==> src/hw/alu_pkg.sv <==
// Integer ALU shared types
package alu_pkg;

    localparam int DATA_WIDTH   = 32;
    localparam int SHAMT_WIDTH  = 5;                          // log2 of DATA_WIDTH
    localparam int OPCODE_WIDTH = 6;
    localparam int CLASS_WIDTH  = 2;                          // Top opcode bits
    localparam int LOW_WIDTH    = OPCODE_WIDTH - CLASS_WIDTH;

    typedef logic [DATA_WIDTH-1:0]  data_t;
    typedef logic [SHAMT_WIDTH-1:0] shamt_t;
    typedef logic [CLASS_WIDTH-1:0] op_class_t;
    typedef logic [LOW_WIDTH-1:0]   op_low_t;

    // Opcode classes, taken from the top two opcode bits
    localparam op_class_t CLASS_ARITH = 2'b00;
    localparam op_class_t CLASS_LOGIC = 2'b01;
    localparam op_class_t CLASS_CMP   = 2'b10;

    typedef enum logic [OPCODE_WIDTH-1:0] {
        OP_ADD    = 6'b00_0000,
        OP_SUB    = 6'b00_0001,
        OP_ADDSAT = 6'b00_0010,
        OP_SUBSAT = 6'b00_0011,
        OP_AND    = 6'b01_0000,
        OP_OR     = 6'b01_0001,
        OP_XOR    = 6'b01_0010,
        OP_NOT    = 6'b01_0011,
        OP_NOR    = 6'b01_0100,
        OP_SHL    = 6'b01_0101,
        OP_SHR    = 6'b01_0110,
        OP_SAR    = 6'b01_0111,
        OP_ROTL   = 6'b01_1000,
        OP_ROTR   = 6'b01_1001,
        OP_EQ     = 6'b10_0000,
        OP_NE     = 6'b10_0001,
        OP_LTS    = 6'b10_0010,
        OP_LES    = 6'b10_0011,
        OP_GTS    = 6'b10_0100,
        OP_GES    = 6'b10_0101,
        OP_LTU    = 6'b10_0110,
        OP_LEU    = 6'b10_0111,
        OP_GTU    = 6'b10_1000,
        OP_GEU    = 6'b10_1001
    } alu_op_e;

    // Stage-1 request, b already holds the immediate when selected
    typedef struct packed {
        logic    valid;
        alu_op_e opcode;
        data_t   a;
        data_t   b;
    } alu_req_t;

    typedef struct packed {
        data_t result;
        logic  carry;                                         // Carry or borrow
        logic  overflow;                                      // Signed overflow
    } unit_out_t;

    typedef struct packed {
        logic  valid;
        data_t result;
        logic  carry;
        logic  overflow;
        logic  zero;
        logic  negative;
    } alu_resp_t;

endpackage

==> src/hw/adder_unit.sv <==
// Add and subtract unit
module adder_unit (
    input  alu_pkg::alu_req_t  req,
    output alu_pkg::unit_out_t out
);
    import alu_pkg::*;

    localparam data_t SAT_MAX = {1'b0, {(DATA_WIDTH-1){1'b1}}};
    localparam data_t SAT_MIN = {1'b1, {(DATA_WIDTH-1){1'b0}}};

    op_low_t             low;
    logic                hit;
    logic                is_sub;
    logic                sat;
    logic [DATA_WIDTH:0] ext;                                 // Extra bit holds carry or borrow
    logic                sign_a;
    logic                sign_b;
    logic                sign_r;
    logic                ovf;

    assign low = req.opcode[LOW_WIDTH-1:0];

    always_comb begin
        hit    = 1'b0;
        is_sub = 1'b0;
        sat    = 1'b0;
        case (low)
            op_low_t'(OP_ADD):    hit = 1'b1;
            op_low_t'(OP_SUB):    begin hit = 1'b1; is_sub = 1'b1; end
            op_low_t'(OP_ADDSAT): begin hit = 1'b1; sat = 1'b1; end
            op_low_t'(OP_SUBSAT): begin hit = 1'b1; is_sub = 1'b1; sat = 1'b1; end
            default:              hit = 1'b0;
        endcase
    end

    assign ext = is_sub ? {1'b0, req.a} - {1'b0, req.b}
                        : {1'b0, req.a} + {1'b0, req.b};

    assign sign_a = req.a[DATA_WIDTH-1];
    assign sign_b = req.b[DATA_WIDTH-1];
    assign sign_r = ext[DATA_WIDTH-1];

    // Operand signs agree for add, differ for subtract, and the result flips
    assign ovf = ((sign_a ^ sign_b) == is_sub) && (sign_r != sign_a);

    always_comb begin
        out = '0;
        if (hit) begin
            if (sat && ovf) begin
                out.result = sign_a ? SAT_MIN : SAT_MAX;      // Clamp toward the sign of a
            end else begin
                out.result = ext[DATA_WIDTH-1:0];
            end
            out.carry    = ext[DATA_WIDTH] & ~sat;
            out.overflow = ovf;
        end
    end

endmodule

==> src/hw/compare_unit.sv <==
// Compare unit
module compare_unit (
    input  alu_pkg::alu_req_t  req,
    output alu_pkg::unit_out_t out
);
    import alu_pkg::*;

    op_low_t low;
    logic    lt_s;
    logic    lt_u;
    logic    eq;
    logic    flag;

    assign low  = req.opcode[LOW_WIDTH-1:0];
    assign eq   = (req.a == req.b);
    assign lt_s = ($signed(req.a) < $signed(req.b));
    assign lt_u = (req.a < req.b);

    // Every ordering follows from less-than and equality
    always_comb begin
        case (low)
            op_low_t'(OP_EQ):  flag = eq;
            op_low_t'(OP_NE):  flag = ~eq;
            op_low_t'(OP_LTS): flag = lt_s;
            op_low_t'(OP_LES): flag = lt_s | eq;
            op_low_t'(OP_GTS): flag = ~(lt_s | eq);
            op_low_t'(OP_GES): flag = ~lt_s;
            op_low_t'(OP_LTU): flag = lt_u;
            op_low_t'(OP_LEU): flag = lt_u | eq;
            op_low_t'(OP_GTU): flag = ~(lt_u | eq);
            op_low_t'(OP_GEU): flag = ~lt_u;
            default:           flag = 1'b0;
        endcase
    end

    assign out.result   = {DATA_WIDTH{flag}};                 // All ones when true
    assign out.carry    = 1'b0;
    assign out.overflow = 1'b0;

endmodule

==> src/hw/int_alu_core.sv <==
// Two-stage integer ALU core
module int_alu_core (
    input  logic               clk,
    input  logic               rst,
    input  logic               valid_instruction,
    input  alu_pkg::alu_op_e   opcode,
    input  alu_pkg::data_t     operand_a,
    input  alu_pkg::data_t     operand_b,
    input  logic               use_immediate,
    input  alu_pkg::data_t     immediate_value,
    output alu_pkg::alu_resp_t resp
);
    import alu_pkg::*;

    alu_req_t  req;
    unit_out_t arith_out;
    unit_out_t logic_out;
    unit_out_t cmp_out;

    operand_stage u_operand_stage (
        .clk               (clk),
        .rst               (rst),
        .valid_instruction (valid_instruction),
        .opcode            (opcode),
        .operand_a         (operand_a),
        .operand_b         (operand_b),
        .use_immediate     (use_immediate),
        .immediate_value   (immediate_value),
        .req               (req)
    );

    // Execution units all see the stage-1 request
    adder_unit u_adder_unit (
        .req (req),
        .out (arith_out)
    );

    logic_shift_unit u_logic_shift_unit (
        .req (req),
        .out (logic_out)
    );

    compare_unit u_compare_unit (
        .req (req),
        .out (cmp_out)
    );

    result_stage u_result_stage (
        .clk         (clk),
        .rst         (rst),
        .req         (req),
        .arith       (arith_out),
        .logic_shift (logic_out),
        .compare     (cmp_out),
        .resp        (resp)
    );

endmodule

==> src/hw/logic_shift_unit.sv <==
// Logic and shift unit
module logic_shift_unit (
    input  alu_pkg::alu_req_t  req,
    output alu_pkg::unit_out_t out
);
    import alu_pkg::*;

    op_low_t               low;
    shamt_t                sh;
    logic [2*DATA_WIDTH-1:0] rot_l;
    logic [2*DATA_WIDTH-1:0] rot_r;
    data_t                 sar;

    assign low = req.opcode[LOW_WIDTH-1:0];
    assign sh  = req.b[SHAMT_WIDTH-1:0];                      // Shift amount from low bits of b

    // Rotates shift a doubled copy of a, so an amount of zero returns a
    assign rot_l = {req.a, req.a} << sh;
    assign rot_r = {req.a, req.a} >> sh;
    assign sar   = $signed(req.a) >>> sh;

    always_comb begin
        out = '0;                                             // No carry or overflow here
        case (low)
            op_low_t'(OP_AND):  out.result = req.a & req.b;
            op_low_t'(OP_OR):   out.result = req.a | req.b;
            op_low_t'(OP_XOR):  out.result = req.a ^ req.b;
            op_low_t'(OP_NOT):  out.result = ~req.a;
            op_low_t'(OP_NOR):  out.result = ~(req.a | req.b);
            op_low_t'(OP_SHL):  out.result = req.a << sh;
            op_low_t'(OP_SHR):  out.result = req.a >> sh;
            op_low_t'(OP_SAR):  out.result = sar;             // Sign fills from the left
            op_low_t'(OP_ROTL): out.result = rot_l[2*DATA_WIDTH-1:DATA_WIDTH];
            op_low_t'(OP_ROTR): out.result = rot_r[DATA_WIDTH-1:0];
            default:            out.result = '0;
        endcase
    end

endmodule

==> src/hw/operand_stage.sv <==
// ALU operand stage
module operand_stage (
    input  logic              clk,
    input  logic              rst,
    input  logic              valid_instruction,
    input  alu_pkg::alu_op_e  opcode,
    input  alu_pkg::data_t    operand_a,
    input  alu_pkg::data_t    operand_b,
    input  logic              use_immediate,
    input  alu_pkg::data_t    immediate_value,
    output alu_pkg::alu_req_t req
);
    import alu_pkg::*;

    data_t b_sel;

    // Immediate replaces the register operand
    assign b_sel = use_immediate ? immediate_value : operand_b;

    always_ff @(posedge clk or posedge rst) begin
        if (rst) begin
            req <= '0;
        end else begin
            req.valid  <= valid_instruction;
            req.opcode <= opcode;
            req.a      <= operand_a;
            req.b      <= b_sel;
        end
    end

endmodule

==> src/hw/result_stage.sv <==
// ALU result stage
module result_stage (
    input  logic               clk,
    input  logic               rst,
    input  alu_pkg::alu_req_t  req,
    input  alu_pkg::unit_out_t arith,
    input  alu_pkg::unit_out_t logic_shift,
    input  alu_pkg::unit_out_t compare,
    output alu_pkg::alu_resp_t resp
);
    import alu_pkg::*;

    op_class_t cls;
    unit_out_t sel;
    alu_resp_t resp_d;

    assign cls = req.opcode[OPCODE_WIDTH-1 -: CLASS_WIDTH];

    always_comb begin
        case (cls)
            CLASS_ARITH: sel = arith;
            CLASS_LOGIC: sel = logic_shift;
            CLASS_CMP:   sel = compare;
            default:     sel = '0;                            // Unused class reads as zero
        endcase
    end

    always_comb begin
        resp_d.valid    = req.valid;
        resp_d.result   = sel.result;
        resp_d.carry    = sel.carry;
        resp_d.overflow = sel.overflow;
        resp_d.zero     = (sel.result == '0);
        resp_d.negative = sel.result[DATA_WIDTH-1];
    end

    // An idle slot leaves an all-zero response behind it
    always_ff @(posedge clk or posedge rst) begin
        if (rst) begin
            resp <= '0;
        end else if (req.valid) begin
            resp <= resp_d;
        end else begin
            resp <= '0;
        end
    end

endmodule

==> config.mk <==
export PLATFORM = sky130hd
export DESIGN_NAME = int_alu_core
export DESIGN_NICKNAME = d
export VERILOG_FILES = /design/src/hw/alu_pkg.sv /design/src/hw/adder_unit.sv /design/src/hw/compare_unit.sv /design/src/hw/int_alu_core.sv /design/src/hw/logic_shift_unit.sv /design/src/hw/operand_stage.sv /design/src/hw/result_stage.sv
export SDC_FILE = /design/constraint.sdc
export NUM_CORES = 1
export LEC_CHECK = 0
export BUFFER_PORTS_ARGS = -buffer_cell sky130_fd_sc_hd__buf_2
export CAP_MARGIN = 10
export CORE_ASPECT_RATIO = 2
export CORE_MARGIN = 2
export CORE_UTILIZATION = 35
export CTS_BUF_LIST = sky130_fd_sc_hd__clkbuf_16
export DETAILED_ROUTE_END_ITERATION = 16
export SETUP_SLACK_MARGIN = 0.2
export SLEW_MARGIN = 20
export SYNTH_ARGS = -nofsm -noshare
export SYNTH_HDL_FRONTEND = slang
export SYNTH_SLANG_ARGS = --single-unit
export TNS_END_PERCENT = 20
==> constraint.sdc <==
create_clock -name clk -period 11 [get_ports clk]
set_input_delay 0 -clock clk [delete_from_list [all_inputs] [get_ports clk]]
set_output_delay 0 -clock clk [all_outputs]
set_load 0.05 [all_outputs]
# Word level (Yosys, flattened, before mapping)
# Cells that the tools add are included.
# W data, S select, Z words.
# totals
regBits	108
out_inout_bits	37
wordCells	68
# classes
addsub	2
n_lt_le_gt_ge	2
n_eq_ne	14
shift	5
mux	12
n_bitwise	15
reduce_logical	8
# ops
cell	n
$pmux W32 S10	1
$pmux W34 S3	1
$mux W32	3
$lt A32 B32 Y1	2
$not A32 Y32	2
$shl A64 B5 Y64	1
$shr A64 B5 Y32	1
$mux W37	1
$mux W34	1
$add A32 B32 Y33	1
$mux W33	1
$sub A32 B32 Y33	1
$and A32 B32 Y32	1
$eq A32 B32 Y1	1
$logic_not A32 Y1	1
$or A32 B32 Y32	1
$shl A32 B5 Y32	1
$shr A32 B5 Y32	1
$sshr A32 B5 Y32	1
$xor A32 B32 Y32	1
$eq A4 B3 Y1 const B	4
$pmux W1 S10	1
$eq A4 B2 Y1 const B	2
$eq A4 B4 Y1 const B	2
15 further kinds	25

# Depth between registers and ports, before layout
# depth
ltp_word	12
mapped_depth	19
ltp_nobuf	15

# Modules after synthesis
# Synthesis repeated with hierarchy kept, for this count alone.
# hier_totals
hier_cells	2092
hier_area_um2	17485.5
# by_module_without_submodules
module	n_inst	cells_per_inst	area_per_inst_um2	seq_area_each_um2
logic_shift_unit	1	1214	9080.0	0.0
adder_unit	1	423	2969.1	0.0
operand_stage	1	108	2324.7	1776.7
result_stage	1	180	1916.8	900.9
compare_unit	1	167	1194.9	0.0

# Worst setup path before layout
# No wires, ideal clock.
# synth_path
path_type	register -> register
start	register u_operand_stage.req[2] (netlist name)
end	register u_result_stage.resp[1] (netlist name)
setup_ns	0.068
arrival_time_ns	4.740
path_slack_ns	6.192
path_stages_with_launch	18
path_buffers	5
period_less_slack_ns	4.808
path_cell_list	dfrtp_1 inv_1 buf_2 clkbuf_1 clkbuf_1 clkbuf_1 ha_1 clkbuf_1 or3_1 or3_1 nor4_4 a21oi_1 o21ai_0 mux2_2 o31a_2 a2111oi_2 nand4_1 and4b_1
# synth_via
elab_chain_cells	10
elab_cells_between_ends	32
cone_classes	2 x add/sub; 2 x order compare; 2 x eq/ne; 5 x shift; 7 x mux; 11 x bitwise; 3 x reduce/logical
# synth_lines
element	line	rtl
$add A32 B32 Y33 or $sub A32 B32 Y33 (tied branches)	adder_unit.sv:37, adder_unit.sv:36	
$mux W33	adder_unit.sv:36	assign ext = is_sub ? {1'b0, req.a} - {1'b0, req.b}
$ne A1 B1 Y1	adder_unit.sv:44	assign ovf = ((sign_a ^ sign_b) == is_sub) && (sign_r != sign_a);
$logic_and A1 B1 Y1	adder_unit.sv:44	
$logic_and A1 B1 Y1	adder_unit.sv:49	if (sat && ovf) begin
$mux W32	adder_unit.sv:49	
$mux W34	adder_unit.sv:48	if (hit) begin
$pmux W34 S3 *	result_stage.sv:20	case (cls)
$logic_not A32 Y1 *	result_stage.sv:33	resp_d.zero = (sel.result == '0);
$mux W37 *	result_stage.sv:41	end else if (req.valid) begin
# Every way passes the cells marked *; elsewhere a longest branch is shown, timed or not.

# Worst setup path in the final report
# layout_path
start	register u_operand_stage.req[4] (netlist name)
end	register u_result_stage.resp[16] (netlist name)
# layout_via
elab_chain_cells	9
elab_cells_between_ends	27
cone_classes	2 x add/sub; 2 x order compare; 2 x eq/ne; 5 x shift; 7 x mux; 7 x bitwise; 2 x reduce/logical
# layout_lines
element	line
$add A32 B32 Y33 or $sub A32 B32 Y33 (tied branches)	adder_unit.sv:37, adder_unit.sv:36
$mux W33	adder_unit.sv:36
$ne A1 B1 Y1	adder_unit.sv:44
$logic_and A1 B1 Y1	adder_unit.sv:44
$logic_and A1 B1 Y1	adder_unit.sv:49
$mux W32	adder_unit.sv:49
$mux W34	adder_unit.sv:48
$pmux W34 S3 *	result_stage.sv:20
$mux W37 *	result_stage.sv:41
# Marked as above.

==> flow_summary_export.csv <==
group,metric,value,unit
worst_setup_path,arrival,6.32,ns
placed_design,placed_cell_area,17300,um^2
placed_design,dp_hpwl,77000,um
cts,cts_tree,"yes",
floorplan,core,45800,um^2
sta,maxSlewViolCount,0,
floorplan,initial_core_util,35.5,%
cts,clk_path_buf_depth,2,
synth,yosysWarnings,0,
sta,rsz0062_at_grt,"no",
global_route,grt_first_pass_wirelength,146000,um
sta,hold_ws,0.198,ns
cts,numCtsBuffers,9,
hold_path,hp-class,"primary input to async pin",
cts,clkSlewWorstSetupHoldPaths,0.08,ns
routing,drtIter0Drc,2160,
sta,fin_skew,0.00729,ns
cts,cts_sinks,107,
placed_design,dp_slack,5.30,ns
synth,synth_top_family_by_area,"compound AO/OA/AOI/OAI gates",
synth,ys_ff_latch,107,
floorplan,die_h,309,um
sta,setup_violations,0,
routing,dr_total_vias,19200,
pwr,peakVddDrop,84.2,uV
cts,h-tree-depth,3,
synth,ys.flop_type,"dfrtp_1",
pwr,p_leak,0.00780,uW
global_route,grt_pass1_vias,19600,
cts,cts-root-buf,"clkbuf_16",
synth,synthAdderAreaFrac,7.70,%
worst_setup_path,cp.required,11.28,ns
finish,fillers,4754,
flow_run,drv_cap,0,
floorplan,rows,111,
status,run_status,"finished, final reports clean",
floorplan,die_w,157,um
routing,dr.pass1.iters,6,
global_route,overflow,0,
worst_setup_path,start_kind,"flop",
sta,fmax,166,MHz
global_route,grt_max_degree,66,
synth,async_flop_share,100,%
synth,synth.distinct_cells,94,
synth,synth-xor-area-share,1.67,%
cts,postCtsResizedCells,0,
worst_setup_path,endpoint_kind,"flop",
finish,fin_nets,2378,
synth,yosys.area.top_type_share,16.4,%
sta,finalCritPeriodShare,54.9,%
placed_design,dp_cells,2620,
sta,fin_tns_setup,0,ns
routing,via_per_inst,7.00,
floorplan,ios,143,
pwr,power_density,105,nW/um^2
finish,syn2layout_area_growth,14.8,%
synth,syn_area,16300,um^2
routing,routedWlPerCell,37.9,um
synth,synth_compound_area_share,27.3,%
placed_design,place.gp.congestion,1.08,
synth,synth.area.mux_share,21.4,%
synth,avgSynthCellArea,7.93,um^2
synth,postSynthCellCount,2053,
synth,yosys.area_share.simple,18.0,%
synth,yosysTopAreaCell,"dfrtp_1",
sta,period_minus_slack,6.04,ns
placed_design,numPortBuffers,142,
worst_setup_path,crit_fanout,31,
synth,ys_top_cells_by_area,"dfrtp_1, mux4_2, ha_1",
finish,final_cell_mix,"nor2_1, nand2_1, a21oi_1, buf_2, dlygate4sd3_1",
worst_setup_path,worstSetupPathType,"flop to flop",
global_route,grt_usage,43.2,%
global_route,antenna_found_initial,7,
routing,wl,104000,um
finish,final_common_cell,"nor2_1",
sta,worstMarginPinSlew,1.35,ns
sta,max_slew_margin,9.83,%
finish,fin_cells,2749,
synth,synthesis.nets,2258,
sta,fin_ws,4.96,ns
synth,synth_edf_count,0,
routing,drc,0,
floorplan,die-area,48400,um^2
synth,yosysSeqAreaShare,16.4,%
finish,fin_area,18700,um^2
cts,clk_latency,0.41,ns
routing,ant_nets,0,
finish,drive_gt1_share,18.7,%
sta,hold_violations,0,
## registers in the layout, summed over array words and instances (netlist names)
register	count
u_operand_stage.req	71
u_result_stage.resp	36
## synthesized netlist by cell type, types with 21 or more instances
master	count
nand3_1	39
o211ai_1	26
a211oi_1	45
mux2i_1	104
o21ai_0	101
xnor2_1	29
a221oi_1	24
a21oi_1	151
ha_1	97
nand2_1	151
mux4_2	60
o22ai_1	53
inv_1	94
clkbuf_1	124
nor4_1	22
nor3_1	44
a31oi_1	35
nor2_1	213
dfrtp_1	107
nand2b_1	21
buf_2	39
mux2_2	90
## kinds of logic after synthesis
| kind of cell | Yosys count |
|---|---|
| multiplexers | 261 |
| adder cells (fa/ha/maj) | 99 |
| buffers and inverters | 291 |
| XOR/XNOR | 31 |
| AO/OA/AOI/OAI | 650 |
| flip-flops | 107 |
| AND/OR/NAND/NOR | 614 |
## power breakdown
group          internal (uW)  total (uW)  switching, uW
clock                    178         352            174
combinational            369        1140            774
sequential               417         470           53.3
total                    964        1970           1000
## per-stage QoR
stage               total power [uW]  utilization, %
floorplan                       1100               -
global placement                1500            37.8
detailed placement              1500            37.8
CTS                             1890            40.7
global route                    2010            40.8
finish                          1970            40.8
## final cells by class
cell class	instances	area (um^2)	area share [%]
multi-input cells	1655	12400	66.6
diodes	6	15.0	0.0803
flip-flops and latches	107	2690	14.4
clock buffers	9	225	1.20
inverters	100	378	2.02
repair buffers	300	2150	11.5
well taps	565	707	3.78
clock inverters	7	73.8	0.395
## repair_timing
action / in CTS / in global routing
setup buffers: 0 / 0
endpoints found under the hold margin: 113 / 0
hold buffers: 104 / 0
setup endpoints to repair: 0 / 0
## worst paths after layout
check | startpoint | end | slack [ns] | cells after the start
setup / recovery | u_operand_stage.req[4] | u_result_stage.resp[16] | 4.96 | 15
hold / removal | rst | u_operand_stage.req[38] | 0.20 | 3
setup reg to reg | u_operand_stage.req[4] | u_result_stage.resp[16] | 4.96 | 15
hold reg to reg | u_operand_stage.req[70] | u_result_stage.resp[36] | 0.65 | 0
max in group asynchronous | rst | u_result_stage.resp[13] | 9.52 | 4
min in group clk | operand_a[6] | u_operand_stage.req[38] | 0.23 | 2
## critical path: stages (launching register included)
cell      delay (ns)
dfrtp_2         0.34
buf_4           0.36
clkinv_1        0.45
buf_4           0.38
ha_1            0.44
nor2_1          0.12
o211ai_1        0.23
a311oi_1        0.90
o211ai_1        0.34
a21oi_1         0.46
o21ai_0         0.20
a41o_1          0.44
or2_2           0.36
nand2_1         0.36
inv_2           0.17
a31oi_1         0.31
## routing by layer
layer	track usage [%]	wire length, um
met1	39.3	30500
met2	73.0	50000
met3	12.6	9300
met4	46.3	14200
met5	0	58
(Power assumes the default switching activity.)
